### src/uart_pkg.sv
////////////////////////////////////////
// shared constants and types for the UART
// bit timing, word size, register map,
// STATUS bit positions and FSM states
////////////////////////////////////////

`default_nettype none

package uart_pkg;

    // bit timing
    localparam int CLKS_PER_BIT = 8;
    localparam int HALF_BIT     = CLKS_PER_BIT / 2;
    localparam int CNT_W        = $clog2(CLKS_PER_BIT);

    // word layout
    localparam int NUM_BYTES    = 4;
    localparam int BYTE_CNT_W   = $clog2(NUM_BYTES);
    localparam int WORD_W       = NUM_BYTES * 8;

    // STATUS register bits
    localparam int STATUS_TX_BUSY   = 0;
    localparam int STATUS_RX_FULL   = 1;
    localparam int STATUS_OVERRUN   = 2;
    localparam int STATUS_FRAME_ERR = 3;

    typedef enum logic [7:0] {
        TXDATA = 8'h00,
        RXDATA = 8'h04,
        STATUS = 8'h08
    } reg_addr_e;

    typedef enum logic [1:0] {RXB_IDLE, RXB_START_BIT, RXB_DATA, RXB_STOP} rx_byte_state_e;
    typedef enum logic {RXW_IDLE, RXW_COLLECT} rx_word_state_e;
    typedef enum logic [1:0] {TXW_IDLE, TXW_LOAD, TXW_SENDING, TXW_GAP} tx_word_state_e;

endpackage

`default_nettype wire

### src/word_if.sv
////////////////////////////////////////
// word transfer interface
// receive pulse and transmit handshake
////////////////////////////////////////

`default_nettype none

interface word_if
    import uart_pkg::*;
();
    logic              valid;
    logic              ready;
    logic [WORD_W-1:0] data;
    logic              err;

    // receive side is a pulse, no ready
    modport rx_src (output valid, data, err);
    modport rx_snk (input valid, data, err);

    // transmit side hands over on valid and ready
    modport tx_src (output valid, data, input ready);
    modport tx_snk (input valid, data, output ready);
endinterface

`default_nettype wire
### src/serial_rx.sv
////////////////////////////////////////
// word receiver
// collects NUM_BYTES frames, low byte
// first, into one word pulse
////////////////////////////////////////

`default_nettype none

module serial_rx
    import uart_pkg::*;
(
    input  logic clk,
    input  logic rst_in,
    input  logic line,
    word_if.rx_src word
);

    logic                  byte_valid;
    logic [7:0]            byte_data;
    logic                  byte_err;
    rx_word_state_e        state;
    logic [BYTE_CNT_W-1:0] byte_cnt;
    logic [WORD_W-1:0]     acc;
    logic                  acc_err;
    logic [WORD_W-1:0]     placed;
    logic [WORD_W-1:0]     merged;
    logic                  merged_err;
    logic                  last_byte;

    serial_rx_byte u_rx_byte (
        .clk       (clk),
        .rst_in    (rst_in),
        .line      (line),
        .valid     (byte_valid),
        .data      (byte_data),
        .frame_err (byte_err)
    );

    // byte lands at 8 * byte_cnt
    assign placed     = WORD_W'(byte_data) << {byte_cnt, 3'b000};
    assign merged     = (state == RXW_COLLECT) ? (acc | placed) : placed;
    assign merged_err = ((state == RXW_COLLECT) && acc_err) || byte_err;
    assign last_byte  = (byte_cnt == BYTE_CNT_W'(NUM_BYTES - 1));

    // word goes out in the cycle the last byte arrives
    assign word.valid = byte_valid && last_byte;
    assign word.data  = merged;
    assign word.err   = merged_err;

    always_ff @(posedge clk) begin
        if (rst_in) begin
            state    <= RXW_IDLE;
            byte_cnt <= '0;
        end else if (byte_valid) begin
            if (last_byte) begin
                state    <= RXW_IDLE;
                byte_cnt <= '0;
            end else begin
                state    <= RXW_COLLECT;
                byte_cnt <= byte_cnt + 1'b1;
            end
        end
    end

    always_ff @(posedge clk) begin
        if (byte_valid) begin
            acc     <= merged;
            acc_err <= merged_err;
        end
    end

endmodule

`default_nettype wire

### src/serial_rx_byte.sv
////////////////////////////////////////
// 8N1 frame receiver
// start bit check, mid-bit sampling,
// stop bit check with frame error
////////////////////////////////////////

`default_nettype none

module serial_rx_byte
    import uart_pkg::*;
(
    input  logic       clk,
    input  logic       rst_in,
    input  logic       line,
    output logic       valid,
    output logic [7:0] data,
    output logic       frame_err
);

    rx_byte_state_e   state;
    logic [2:0]       sync;
    logic             line_s;
    logic             line_fell;
    logic [CNT_W-1:0] cnt;
    logic [2:0]       bit_idx;
    logic             bit_done;

    // two stage synchronizer plus one delayed copy for edge detect
    assign line_s    = sync[1];
    assign line_fell = sync[2] && !sync[1];
    assign bit_done  = (cnt == CNT_W'(CLKS_PER_BIT - 1));

    always_ff @(posedge clk) begin
        if (rst_in) begin
            sync      <= '1;
            state     <= RXB_IDLE;
            cnt       <= '0;
            bit_idx   <= '0;
            valid     <= 1'b0;
            frame_err <= 1'b0;
        end else begin
            sync  <= {sync[1:0], line};
            valid <= 1'b0;
            case (state)
                RXB_IDLE: begin
                    if (line_fell) begin
                        cnt   <= '0;
                        state <= RXB_START_BIT;
                    end
                end
                RXB_START_BIT: begin
                    // mid start bit, high again means noise
                    if (cnt == CNT_W'(HALF_BIT - 1)) begin
                        cnt     <= '0;
                        bit_idx <= '0;
                        state   <= line_s ? RXB_IDLE : RXB_DATA;
                    end else begin
                        cnt <= cnt + 1'b1;
                    end
                end
                RXB_DATA: begin
                    if (bit_done) begin
                        cnt     <= '0;
                        bit_idx <= bit_idx + 1'b1;
                        if (bit_idx == 3'd7) begin
                            state <= RXB_STOP;
                        end
                    end else begin
                        cnt <= cnt + 1'b1;
                    end
                end
                RXB_STOP: begin
                    if (bit_done) begin
                        cnt       <= '0;
                        frame_err <= !line_s;
                        valid     <= 1'b1;
                        state     <= RXB_IDLE;
                    end else begin
                        cnt <= cnt + 1'b1;
                    end
                end
                default: state <= RXB_IDLE;
            endcase
        end
    end

    // lsb arrives first, shift in from the top
    always_ff @(posedge clk) begin
        if (state == RXB_DATA && bit_done) begin
            data <= {line_s, data[7:1]};
        end
    end

endmodule

`default_nettype wire

### src/serial_tx.sv
////////////////////////////////////////
// word transmitter
// sends NUM_BYTES frames, low byte first,
// one idle bit time between frames
////////////////////////////////////////

`default_nettype none

module serial_tx
    import uart_pkg::*;
(
    input  logic clk,
    input  logic rst_in,
    word_if.tx_snk word,
    output logic line
);

    tx_word_state_e        state;
    logic [WORD_W-1:0]     data_q;
    logic [BYTE_CNT_W-1:0] byte_cnt;
    logic [CNT_W-1:0]      gap_cnt;
    logic                  gap_done;
    logic                  byte_start;
    logic                  byte_ready;

    serial_tx_byte u_tx_byte (
        .clk    (clk),
        .rst_in (rst_in),
        .start  (byte_start),
        .data   (data_q[7:0]),
        .ready  (byte_ready),
        .line   (line)
    );

    assign word.ready = (state == TXW_IDLE);
    assign gap_done   = (gap_cnt == CNT_W'(CLKS_PER_BIT - 1));
    // next frame starts on the last gap cycle
    assign byte_start = ((state == TXW_LOAD) && byte_ready) ||
                        ((state == TXW_GAP) && gap_done);

    always_ff @(posedge clk) begin
        if (rst_in) begin
            state    <= TXW_IDLE;
            byte_cnt <= '0;
            gap_cnt  <= '0;
        end else begin
            case (state)
                TXW_IDLE: begin
                    if (word.valid) begin
                        byte_cnt <= '0;
                        state    <= TXW_LOAD;
                    end
                end
                TXW_LOAD: begin
                    if (byte_ready) begin
                        state <= TXW_SENDING;
                    end
                end
                TXW_SENDING: begin
                    if (byte_ready) begin
                        if (byte_cnt == BYTE_CNT_W'(NUM_BYTES - 1)) begin
                            state <= TXW_IDLE;
                        end else begin
                            byte_cnt <= byte_cnt + 1'b1;
                            // first idle cycle was spent here
                            gap_cnt  <= CNT_W'(1);
                            state    <= TXW_GAP;
                        end
                    end
                end
                TXW_GAP: begin
                    if (gap_done) begin
                        state <= TXW_SENDING;
                    end else begin
                        gap_cnt <= gap_cnt + 1'b1;
                    end
                end
                default: state <= TXW_IDLE;
            endcase
        end
    end

    always_ff @(posedge clk) begin
        if (state == TXW_IDLE && word.valid) begin
            data_q <= word.data;
        end else if (byte_start) begin
            data_q <= data_q >> 8;
        end
    end

endmodule

`default_nettype wire

### src/serial_tx_byte.sv
////////////////////////////////////////
// 8N1 frame transmitter
// start bit, 8 data bits lsb first,
// stop bit
////////////////////////////////////////

`default_nettype none

module serial_tx_byte
    import uart_pkg::*;
(
    input  logic       clk,
    input  logic       rst_in,
    input  logic       start,
    input  logic [7:0] data,
    output logic       ready,
    output logic       line
);

    logic [8:0]       shift;
    logic [CNT_W-1:0] cnt;
    logic [3:0]       bit_cnt;
    logic             bit_done;

    assign bit_done = (cnt == CNT_W'(CLKS_PER_BIT - 1));

    always_ff @(posedge clk) begin
        if (rst_in) begin
            ready   <= 1'b1;
            line    <= 1'b1;
            cnt     <= '0;
            bit_cnt <= '0;
        end else if (ready) begin
            // start bit goes out right away
            if (start) begin
                ready   <= 1'b0;
                line    <= 1'b0;
                cnt     <= '0;
                bit_cnt <= '0;
            end
        end else if (bit_done) begin
            cnt <= '0;
            if (bit_cnt == 4'd9) begin
                // end of stop bit, line is already high
                ready <= 1'b1;
            end else begin
                line    <= shift[0];
                bit_cnt <= bit_cnt + 1'b1;
            end
        end else begin
            cnt <= cnt + 1'b1;
        end
    end

    // data bits then stop bit, refilled with idle ones
    always_ff @(posedge clk) begin
        if (ready && start) begin
            shift <= {1'b1, data};
        end else if (!ready && bit_done) begin
            shift <= {1'b1, shift[8:1]};
        end
    end

    a_start_when_ready: assert property (@(posedge clk) disable iff (rst_in)
        start |-> ready);

endmodule

`default_nettype wire

### src/uart_apb_regs.sv
////////////////////////////////////////
// APB slave register block
// TXDATA, RXDATA and STATUS registers,
// overrun and framing error flags
////////////////////////////////////////

`default_nettype none

module uart_apb_regs
    import uart_pkg::*;
(
    input  logic        clk,
    input  logic        rst_in,
    input  logic        psel,
    input  logic        penable,
    input  logic        pwrite,
    input  logic [7:0]  paddr,
    input  logic [31:0] pwdata,
    output logic [31:0] prdata,
    output logic        pslverr,
    word_if.rx_snk      rx_word,
    word_if.tx_src      tx_word
);

    reg_addr_e         addr;
    logic              access;
    logic              tx_busy;
    logic              wr_tx;
    logic              rd_rx;
    logic              clr_overrun;
    logic              clr_frame_err;
    logic [WORD_W-1:0] rx_data;
    logic              rx_full;
    logic              overrun;
    logic              frame_err;
    logic [31:0]       status;

    assign addr    = reg_addr_e'(paddr);
    assign access  = psel && penable;
    assign tx_busy = !tx_word.ready;

    assign tx_word.valid = wr_tx;
    assign tx_word.data  = pwdata;

    always_comb begin
        status                   = '0;
        status[STATUS_TX_BUSY]   = tx_busy;
        status[STATUS_RX_FULL]   = rx_full;
        status[STATUS_OVERRUN]   = overrun;
        status[STATUS_FRAME_ERR] = frame_err;
    end

    ////////////////////////////////////////
    // access decode
    ////////////////////////////////////////

    always_comb begin
        prdata        = '0;
        pslverr       = 1'b0;
        wr_tx         = 1'b0;
        rd_rx         = 1'b0;
        clr_overrun   = 1'b0;
        clr_frame_err = 1'b0;
        if (access) begin
            case (addr)
                TXDATA: begin
                    if (pwrite) begin
                        pslverr = tx_busy;
                        wr_tx   = !tx_busy;
                    end
                end
                RXDATA: begin
                    // read only, reading empty is an error
                    if (!pwrite) begin
                        pslverr = !rx_full;
                        rd_rx   = rx_full;
                        prdata  = rx_full ? rx_data : '0;
                    end
                end
                STATUS: begin
                    if (pwrite) begin
                        clr_overrun   = pwdata[STATUS_OVERRUN];
                        clr_frame_err = pwdata[STATUS_FRAME_ERR];
                    end else begin
                        prdata = status;
                    end
                end
                default: pslverr = 1'b1;
            endcase
        end
    end

    ////////////////////////////////////////
    // receive word and sticky flags
    ////////////////////////////////////////

    always_ff @(posedge clk) begin
        if (rst_in) begin
            rx_full   <= 1'b0;
            overrun   <= 1'b0;
            frame_err <= 1'b0;
        end else begin
            // a read in the same cycle frees the slot
            if (rx_word.valid && (!rx_full || rd_rx)) begin
                rx_full <= 1'b1;
            end else if (rd_rx) begin
                rx_full <= 1'b0;
            end
            overrun   <= (overrun && !clr_overrun) ||
                         (rx_word.valid && rx_full && !rd_rx);
            frame_err <= (frame_err && !clr_frame_err) ||
                         (rx_word.valid && rx_word.err);
        end
    end

    always_ff @(posedge clk) begin
        if (rx_word.valid && (!rx_full || rd_rx)) begin
            rx_data <= rx_word.data;
        end
    end

    a_setup_before_access: assert property (@(posedge clk) disable iff (rst_in)
        $rose(penable) |-> psel && $past(psel));

endmodule

`default_nettype wire

### src/uart_top.sv
////////////////////////////////////////
// UART top level
// APB registers with serial rx and tx
////////////////////////////////////////

`default_nettype none

module uart_top (
    input  logic        clk,
    input  logic        rst_in,
    input  logic        psel,
    input  logic        penable,
    input  logic        pwrite,
    input  logic [7:0]  paddr,
    input  logic [31:0] pwdata,
    output logic [31:0] prdata,
    output logic        pslverr,
    input  logic        rx_line,
    output logic        tx_line
);

    // received word pulse and transmit request
    word_if rx_word ();
    word_if tx_word ();

    serial_rx u_serial_rx (
        .clk    (clk),
        .rst_in (rst_in),
        .line   (rx_line),
        .word   (rx_word)
    );

    serial_tx u_serial_tx (
        .clk    (clk),
        .rst_in (rst_in),
        .word   (tx_word),
        .line   (tx_line)
    );

    uart_apb_regs u_regs (
        .clk     (clk),
        .rst_in  (rst_in),
        .psel    (psel),
        .penable (penable),
        .pwrite  (pwrite),
        .paddr   (paddr),
        .pwdata  (pwdata),
        .prdata  (prdata),
        .pslverr (pslverr),
        .rx_word (rx_word),
        .tx_word (tx_word)
    );

endmodule

`default_nettype wire

### config.mk
export PLATFORM = sky130hd
export DESIGN_NAME = uart_top
export DESIGN_NICKNAME = d
export VERILOG_FILES = /design/src/uart_pkg.sv /design/src/word_if.sv /design/src/serial_rx.sv /design/src/serial_rx_byte.sv /design/src/serial_tx.sv /design/src/serial_tx_byte.sv /design/src/uart_apb_regs.sv /design/src/uart_top.sv
export SDC_FILE = /design/constraint.sdc
export NUM_CORES = 1
export LEC_CHECK = 0
export BUFFER_PORTS_ARGS = -buffer_cell sky130_fd_sc_hd__buf_2
export CORE_UTILIZATION = 45
export CTS_BUF_LIST = sky130_fd_sc_hd__clkbuf_8
export CTS_CLUSTER_DIAMETER = 150
export DETAILED_ROUTE_END_ITERATION = 8
export PLACE_DENSITY = 0.68
export RECOVER_POWER = 50
export SLEW_MARGIN = 25
export SYNTH_ARGS = -nofsm -noshare
export SYNTH_HDL_FRONTEND = slang
export SYNTH_SLANG_ARGS = --single-unit
### constraint.sdc
create_clock -name clk -period 5.4 [get_ports clk]
set_input_delay 0.27 -clock clk [delete_from_list [all_inputs] [get_ports clk]]
set_output_delay 0.27 -clock clk [all_outputs]
set_load 0.005 [all_outputs]
==> run summary <==
Status -> finished, violations left
Failing checks -> max-capacitance violations, max-slew violations
Max IR drop VDD -> 0.1625 mV
Placed cell area -> 6787 µm²
Max Cap Violations -> 1
P_sw -> 0.0004494 W
H-tree depth -> 4
Top Ports -> 80
Internal Power -> 0.001653 W
Worst path arrival time -> 3.17 ns
Post-synthesis sequential area ratio -> 65.58%
Share of the synthesized area in the top cell type -> 54.36%
DRT antenna net count -> 0
Setup TNS Final -> 0 ns
Antenna fix cells -> 0
Core Area -> 13400 µm²
Synth unique cells -> 47
Synth cell count leaders -> edfxtp_1, and2_1, dfxtp_1
Clk_skew -> 0.008711 ns
Total Routing Usage GR -> 17.54%
Share of cells above drive strength 1 -> 28.70%
Fin nets -> 587
Hpwl dp -> 7.849 mm
EDFF count, synth -> 113
Mapped Nets -> 505
CTS tree -> done
1st-iter DRT viols -> 342
First-pass GRT wire length -> 19.02 mm
CP startpoint kind -> register
PwrDens -> 292.2 nW/µm²
Post-route cell area -> 7194 µm²
Initial core utilization -> 46.58%
Register bit total from synthesis -> 148
Clock root cell -> clkbuf_8
DRC errors left -> 0
Critical Path Sink Type -> register
Clk sink count -> 148
Hold_buf cts -> 1
Post-Synthesis Cells -> 445
Clock-pin transition on the worst setup and hold timing paths -> 0.08 ns
Crit path max fanout -> 38
Largest area contributor in the netlist -> edfxtp_1
Layout area overhead -> 15.25%
DRT Pass-1 Iters -> 5
Post-CTS Setup Inserts -> 0
Clock Tree Buf Depth -> 2
Worst-Margin Slew -> 2.015 ns
Row cnt -> 42
Largest net degree at the start of global routing -> 39
Final period util -> 56.74%
Most frequent cell after synthesis -> edfxtp_1
Ys Warns -> 0
GP Congestion -> 0.7382
Die footprint -> 14350 µm²
Leak -> 2.733 nW
FFs w/ async S/R, synth -> 0%
Critical path required time -> 5.50 ns
# resized after CTS -> 0
Final Hold Viols -> 0
Final setup fails -> 0
TritonCTS Buffers -> 17
Top FF cell, synth -> edfxtp_1
HP Class -> in -> reg
Switching Share -> 21.38%
Final Max Tran Viols -> 39
Final wirelength -> 11.62 mm
Number of port buffers -> 79
Routed vias/inst -> 5.360
Vias -> 3838
Max-slew headroom -> -34.34%
Syn Area/Cell -> 14.03 µm²
Wire per inst -> 16.23 µm
Antenna violations before repair -> 0
Clk network pwr share -> 40.7%
Final Critical Period -> 3.064 ns
Crit path kind -> reg -> reg
Aggregate global routing overflow -> 0
Mapped Area -> 6242 µm²
Vias in the first global route -> 3862
Clk Latency, worst-skew pair -> 0.45 ns
RSZ-0062 raised after global routing -> no
Number of filler cells placed in the layout -> 1119
Die Wd -> 119.8 µm
Die height -> 119.8 µm
Gate power share -> 1.7%
F_max -> 0.3264 GHz
Synth area leaders -> edfxtp_1, dfxtp_1, a22o_1
Part of the power in registers -> 57.6%
-- final timing paths --
check	start	to	depth (start not counted)	slack (ns)
min reg2reg	u_serial_rx.u_rx_byte.sync[0]$_SDFF_PP1_	u_serial_rx.u_rx_byte.sync[1]$_SDFF_PP1_	1	0.43
max	u_serial_rx.u_rx_byte.valid$_SDFF_PP0_	u_regs.rx_data[26]$_DFFE_PP_	4	2.34
max reg2reg	u_serial_rx.u_rx_byte.valid$_SDFF_PP0_	u_regs.rx_data[26]$_DFFE_PP_	4	2.34
min	pwdata[27]	u_serial_tx.data_q[27]$_SDFFCE_PP0P_	2	0.1
-- layer usage --
layer / up-vias / track usage (%) / share of wire [%]
met5: - / 0 / 0
met4: 0 / 7.187 / 1.5
met3: 14 / 4.895 / 5.1
met2: 100 / 29.15 / 49
met1: 1884 / 21.48 / 45
li1: 1840 / - / -
-- cell usage in the layout, fill, tap and decap left out, types with 11 or more instances in the layout --
cell type / synthesis / layout
edfxtp_1: 113 / 113
buf_2: 0 / 79
and2_1: 39 / 35
dfxtp_1: 35 / 35
a22o_1: 32 / 32
nor2_1: 26 / 26
a21oi_1: 22 / 22
clkbuf_8: 0 / 18
mux2_4: 17 / 17
mux2_2: 15 / 15
ha_1: 14 / 14
nand2_1: 12 / 12
o21ai_0: 11 / 11
inv_1: 11 / 11
-- cells by family (layout without fill, tap and decap cells) --
kind of cell,count (synthesis),in the layout,share of synthesized area (%)
multiplexers,35,35,7.276
AO/OA/AOI/OAI,85,85,9.662
buffers and inverters,33,128,2.546
adder cells (fa/ha/maj),14,14,2.806
flip-flops,148,148,65.58
AND/OR/NAND/NOR,130,130,12.13
-- power by group through the flow --
stage | clock (W) | sequential, W | combinational, W
floorplan | 0 | 0.00124 | 0.0000141
global placement | 0 | 0.00124 | 0.0000341
detailed placement | 0 | 0.00124 | 0.0000361
CTS | 0.000873 | 0.00121 | 0.0000366
global route | 0.000915 | 0.00121 | 0.0000403
finish | 0.000855 | 0.00121 | 0.0000364
-- sequential cells by signal, indices dropped and copies added, names as in the netlist, 2 cells and up, named ones only --
register,flops
u_serial_tx.byte_cnt,2
u_serial_tx.gap_cnt,3
u_serial_rx.u_rx_byte.sync,3
u_serial_rx.u_rx_byte.bit_idx,3
u_serial_tx.u_tx_byte.cnt,3
u_serial_tx.u_tx_byte.shift,8
u_serial_tx.data_q,32
u_regs.rx_data,32
u_serial_rx.byte_cnt,2
u_serial_rx.u_rx_byte.cnt,3
u_serial_rx.acc,32
u_serial_rx.u_rx_byte.data,8
u_serial_tx.state,2
u_serial_tx.u_tx_byte.bit_cnt,4
-- per-stage QoR --
step	utilization, %	std cells	power [W]	setup WS [ns]	hold slack (ns)
after floorplan	-	445	0.001250	2.150	0.3738
after global placement	50.63	683	0.001271	2.487	0.3954
after detailed placement	50.64	683	0.001273	2.417	0.4017
after CTS	53.73	716	0.002121	2.638	0.07315
after global routing	53.69	716	0.002166	1.913	0.08382
final	53.69	716	0.002102	2.336	0.09855
-- worst max-delay path, cell delays in order, from the launching register on --
cell and delay [ns]:
dfxtp_1 0.31, clkbuf_1 1.44, nand2_1 0.35, nor2b_2 0.20, buf_4 0.39
-- cell type report --
class	count	area (µm²)	share of cell area, %
flip-flops and latches	148	4094	56.90
multi-input cells	264	1997	27.76
repair buffers	85	439.2	6.104
clock buffers	18	247.7	3.443
well taps	176	220.2	3.061
clock inverters	14	155.1	2.157
inverters	11	41.29	0.5739
No activity file was read; power rests on OpenSTA's default activity.
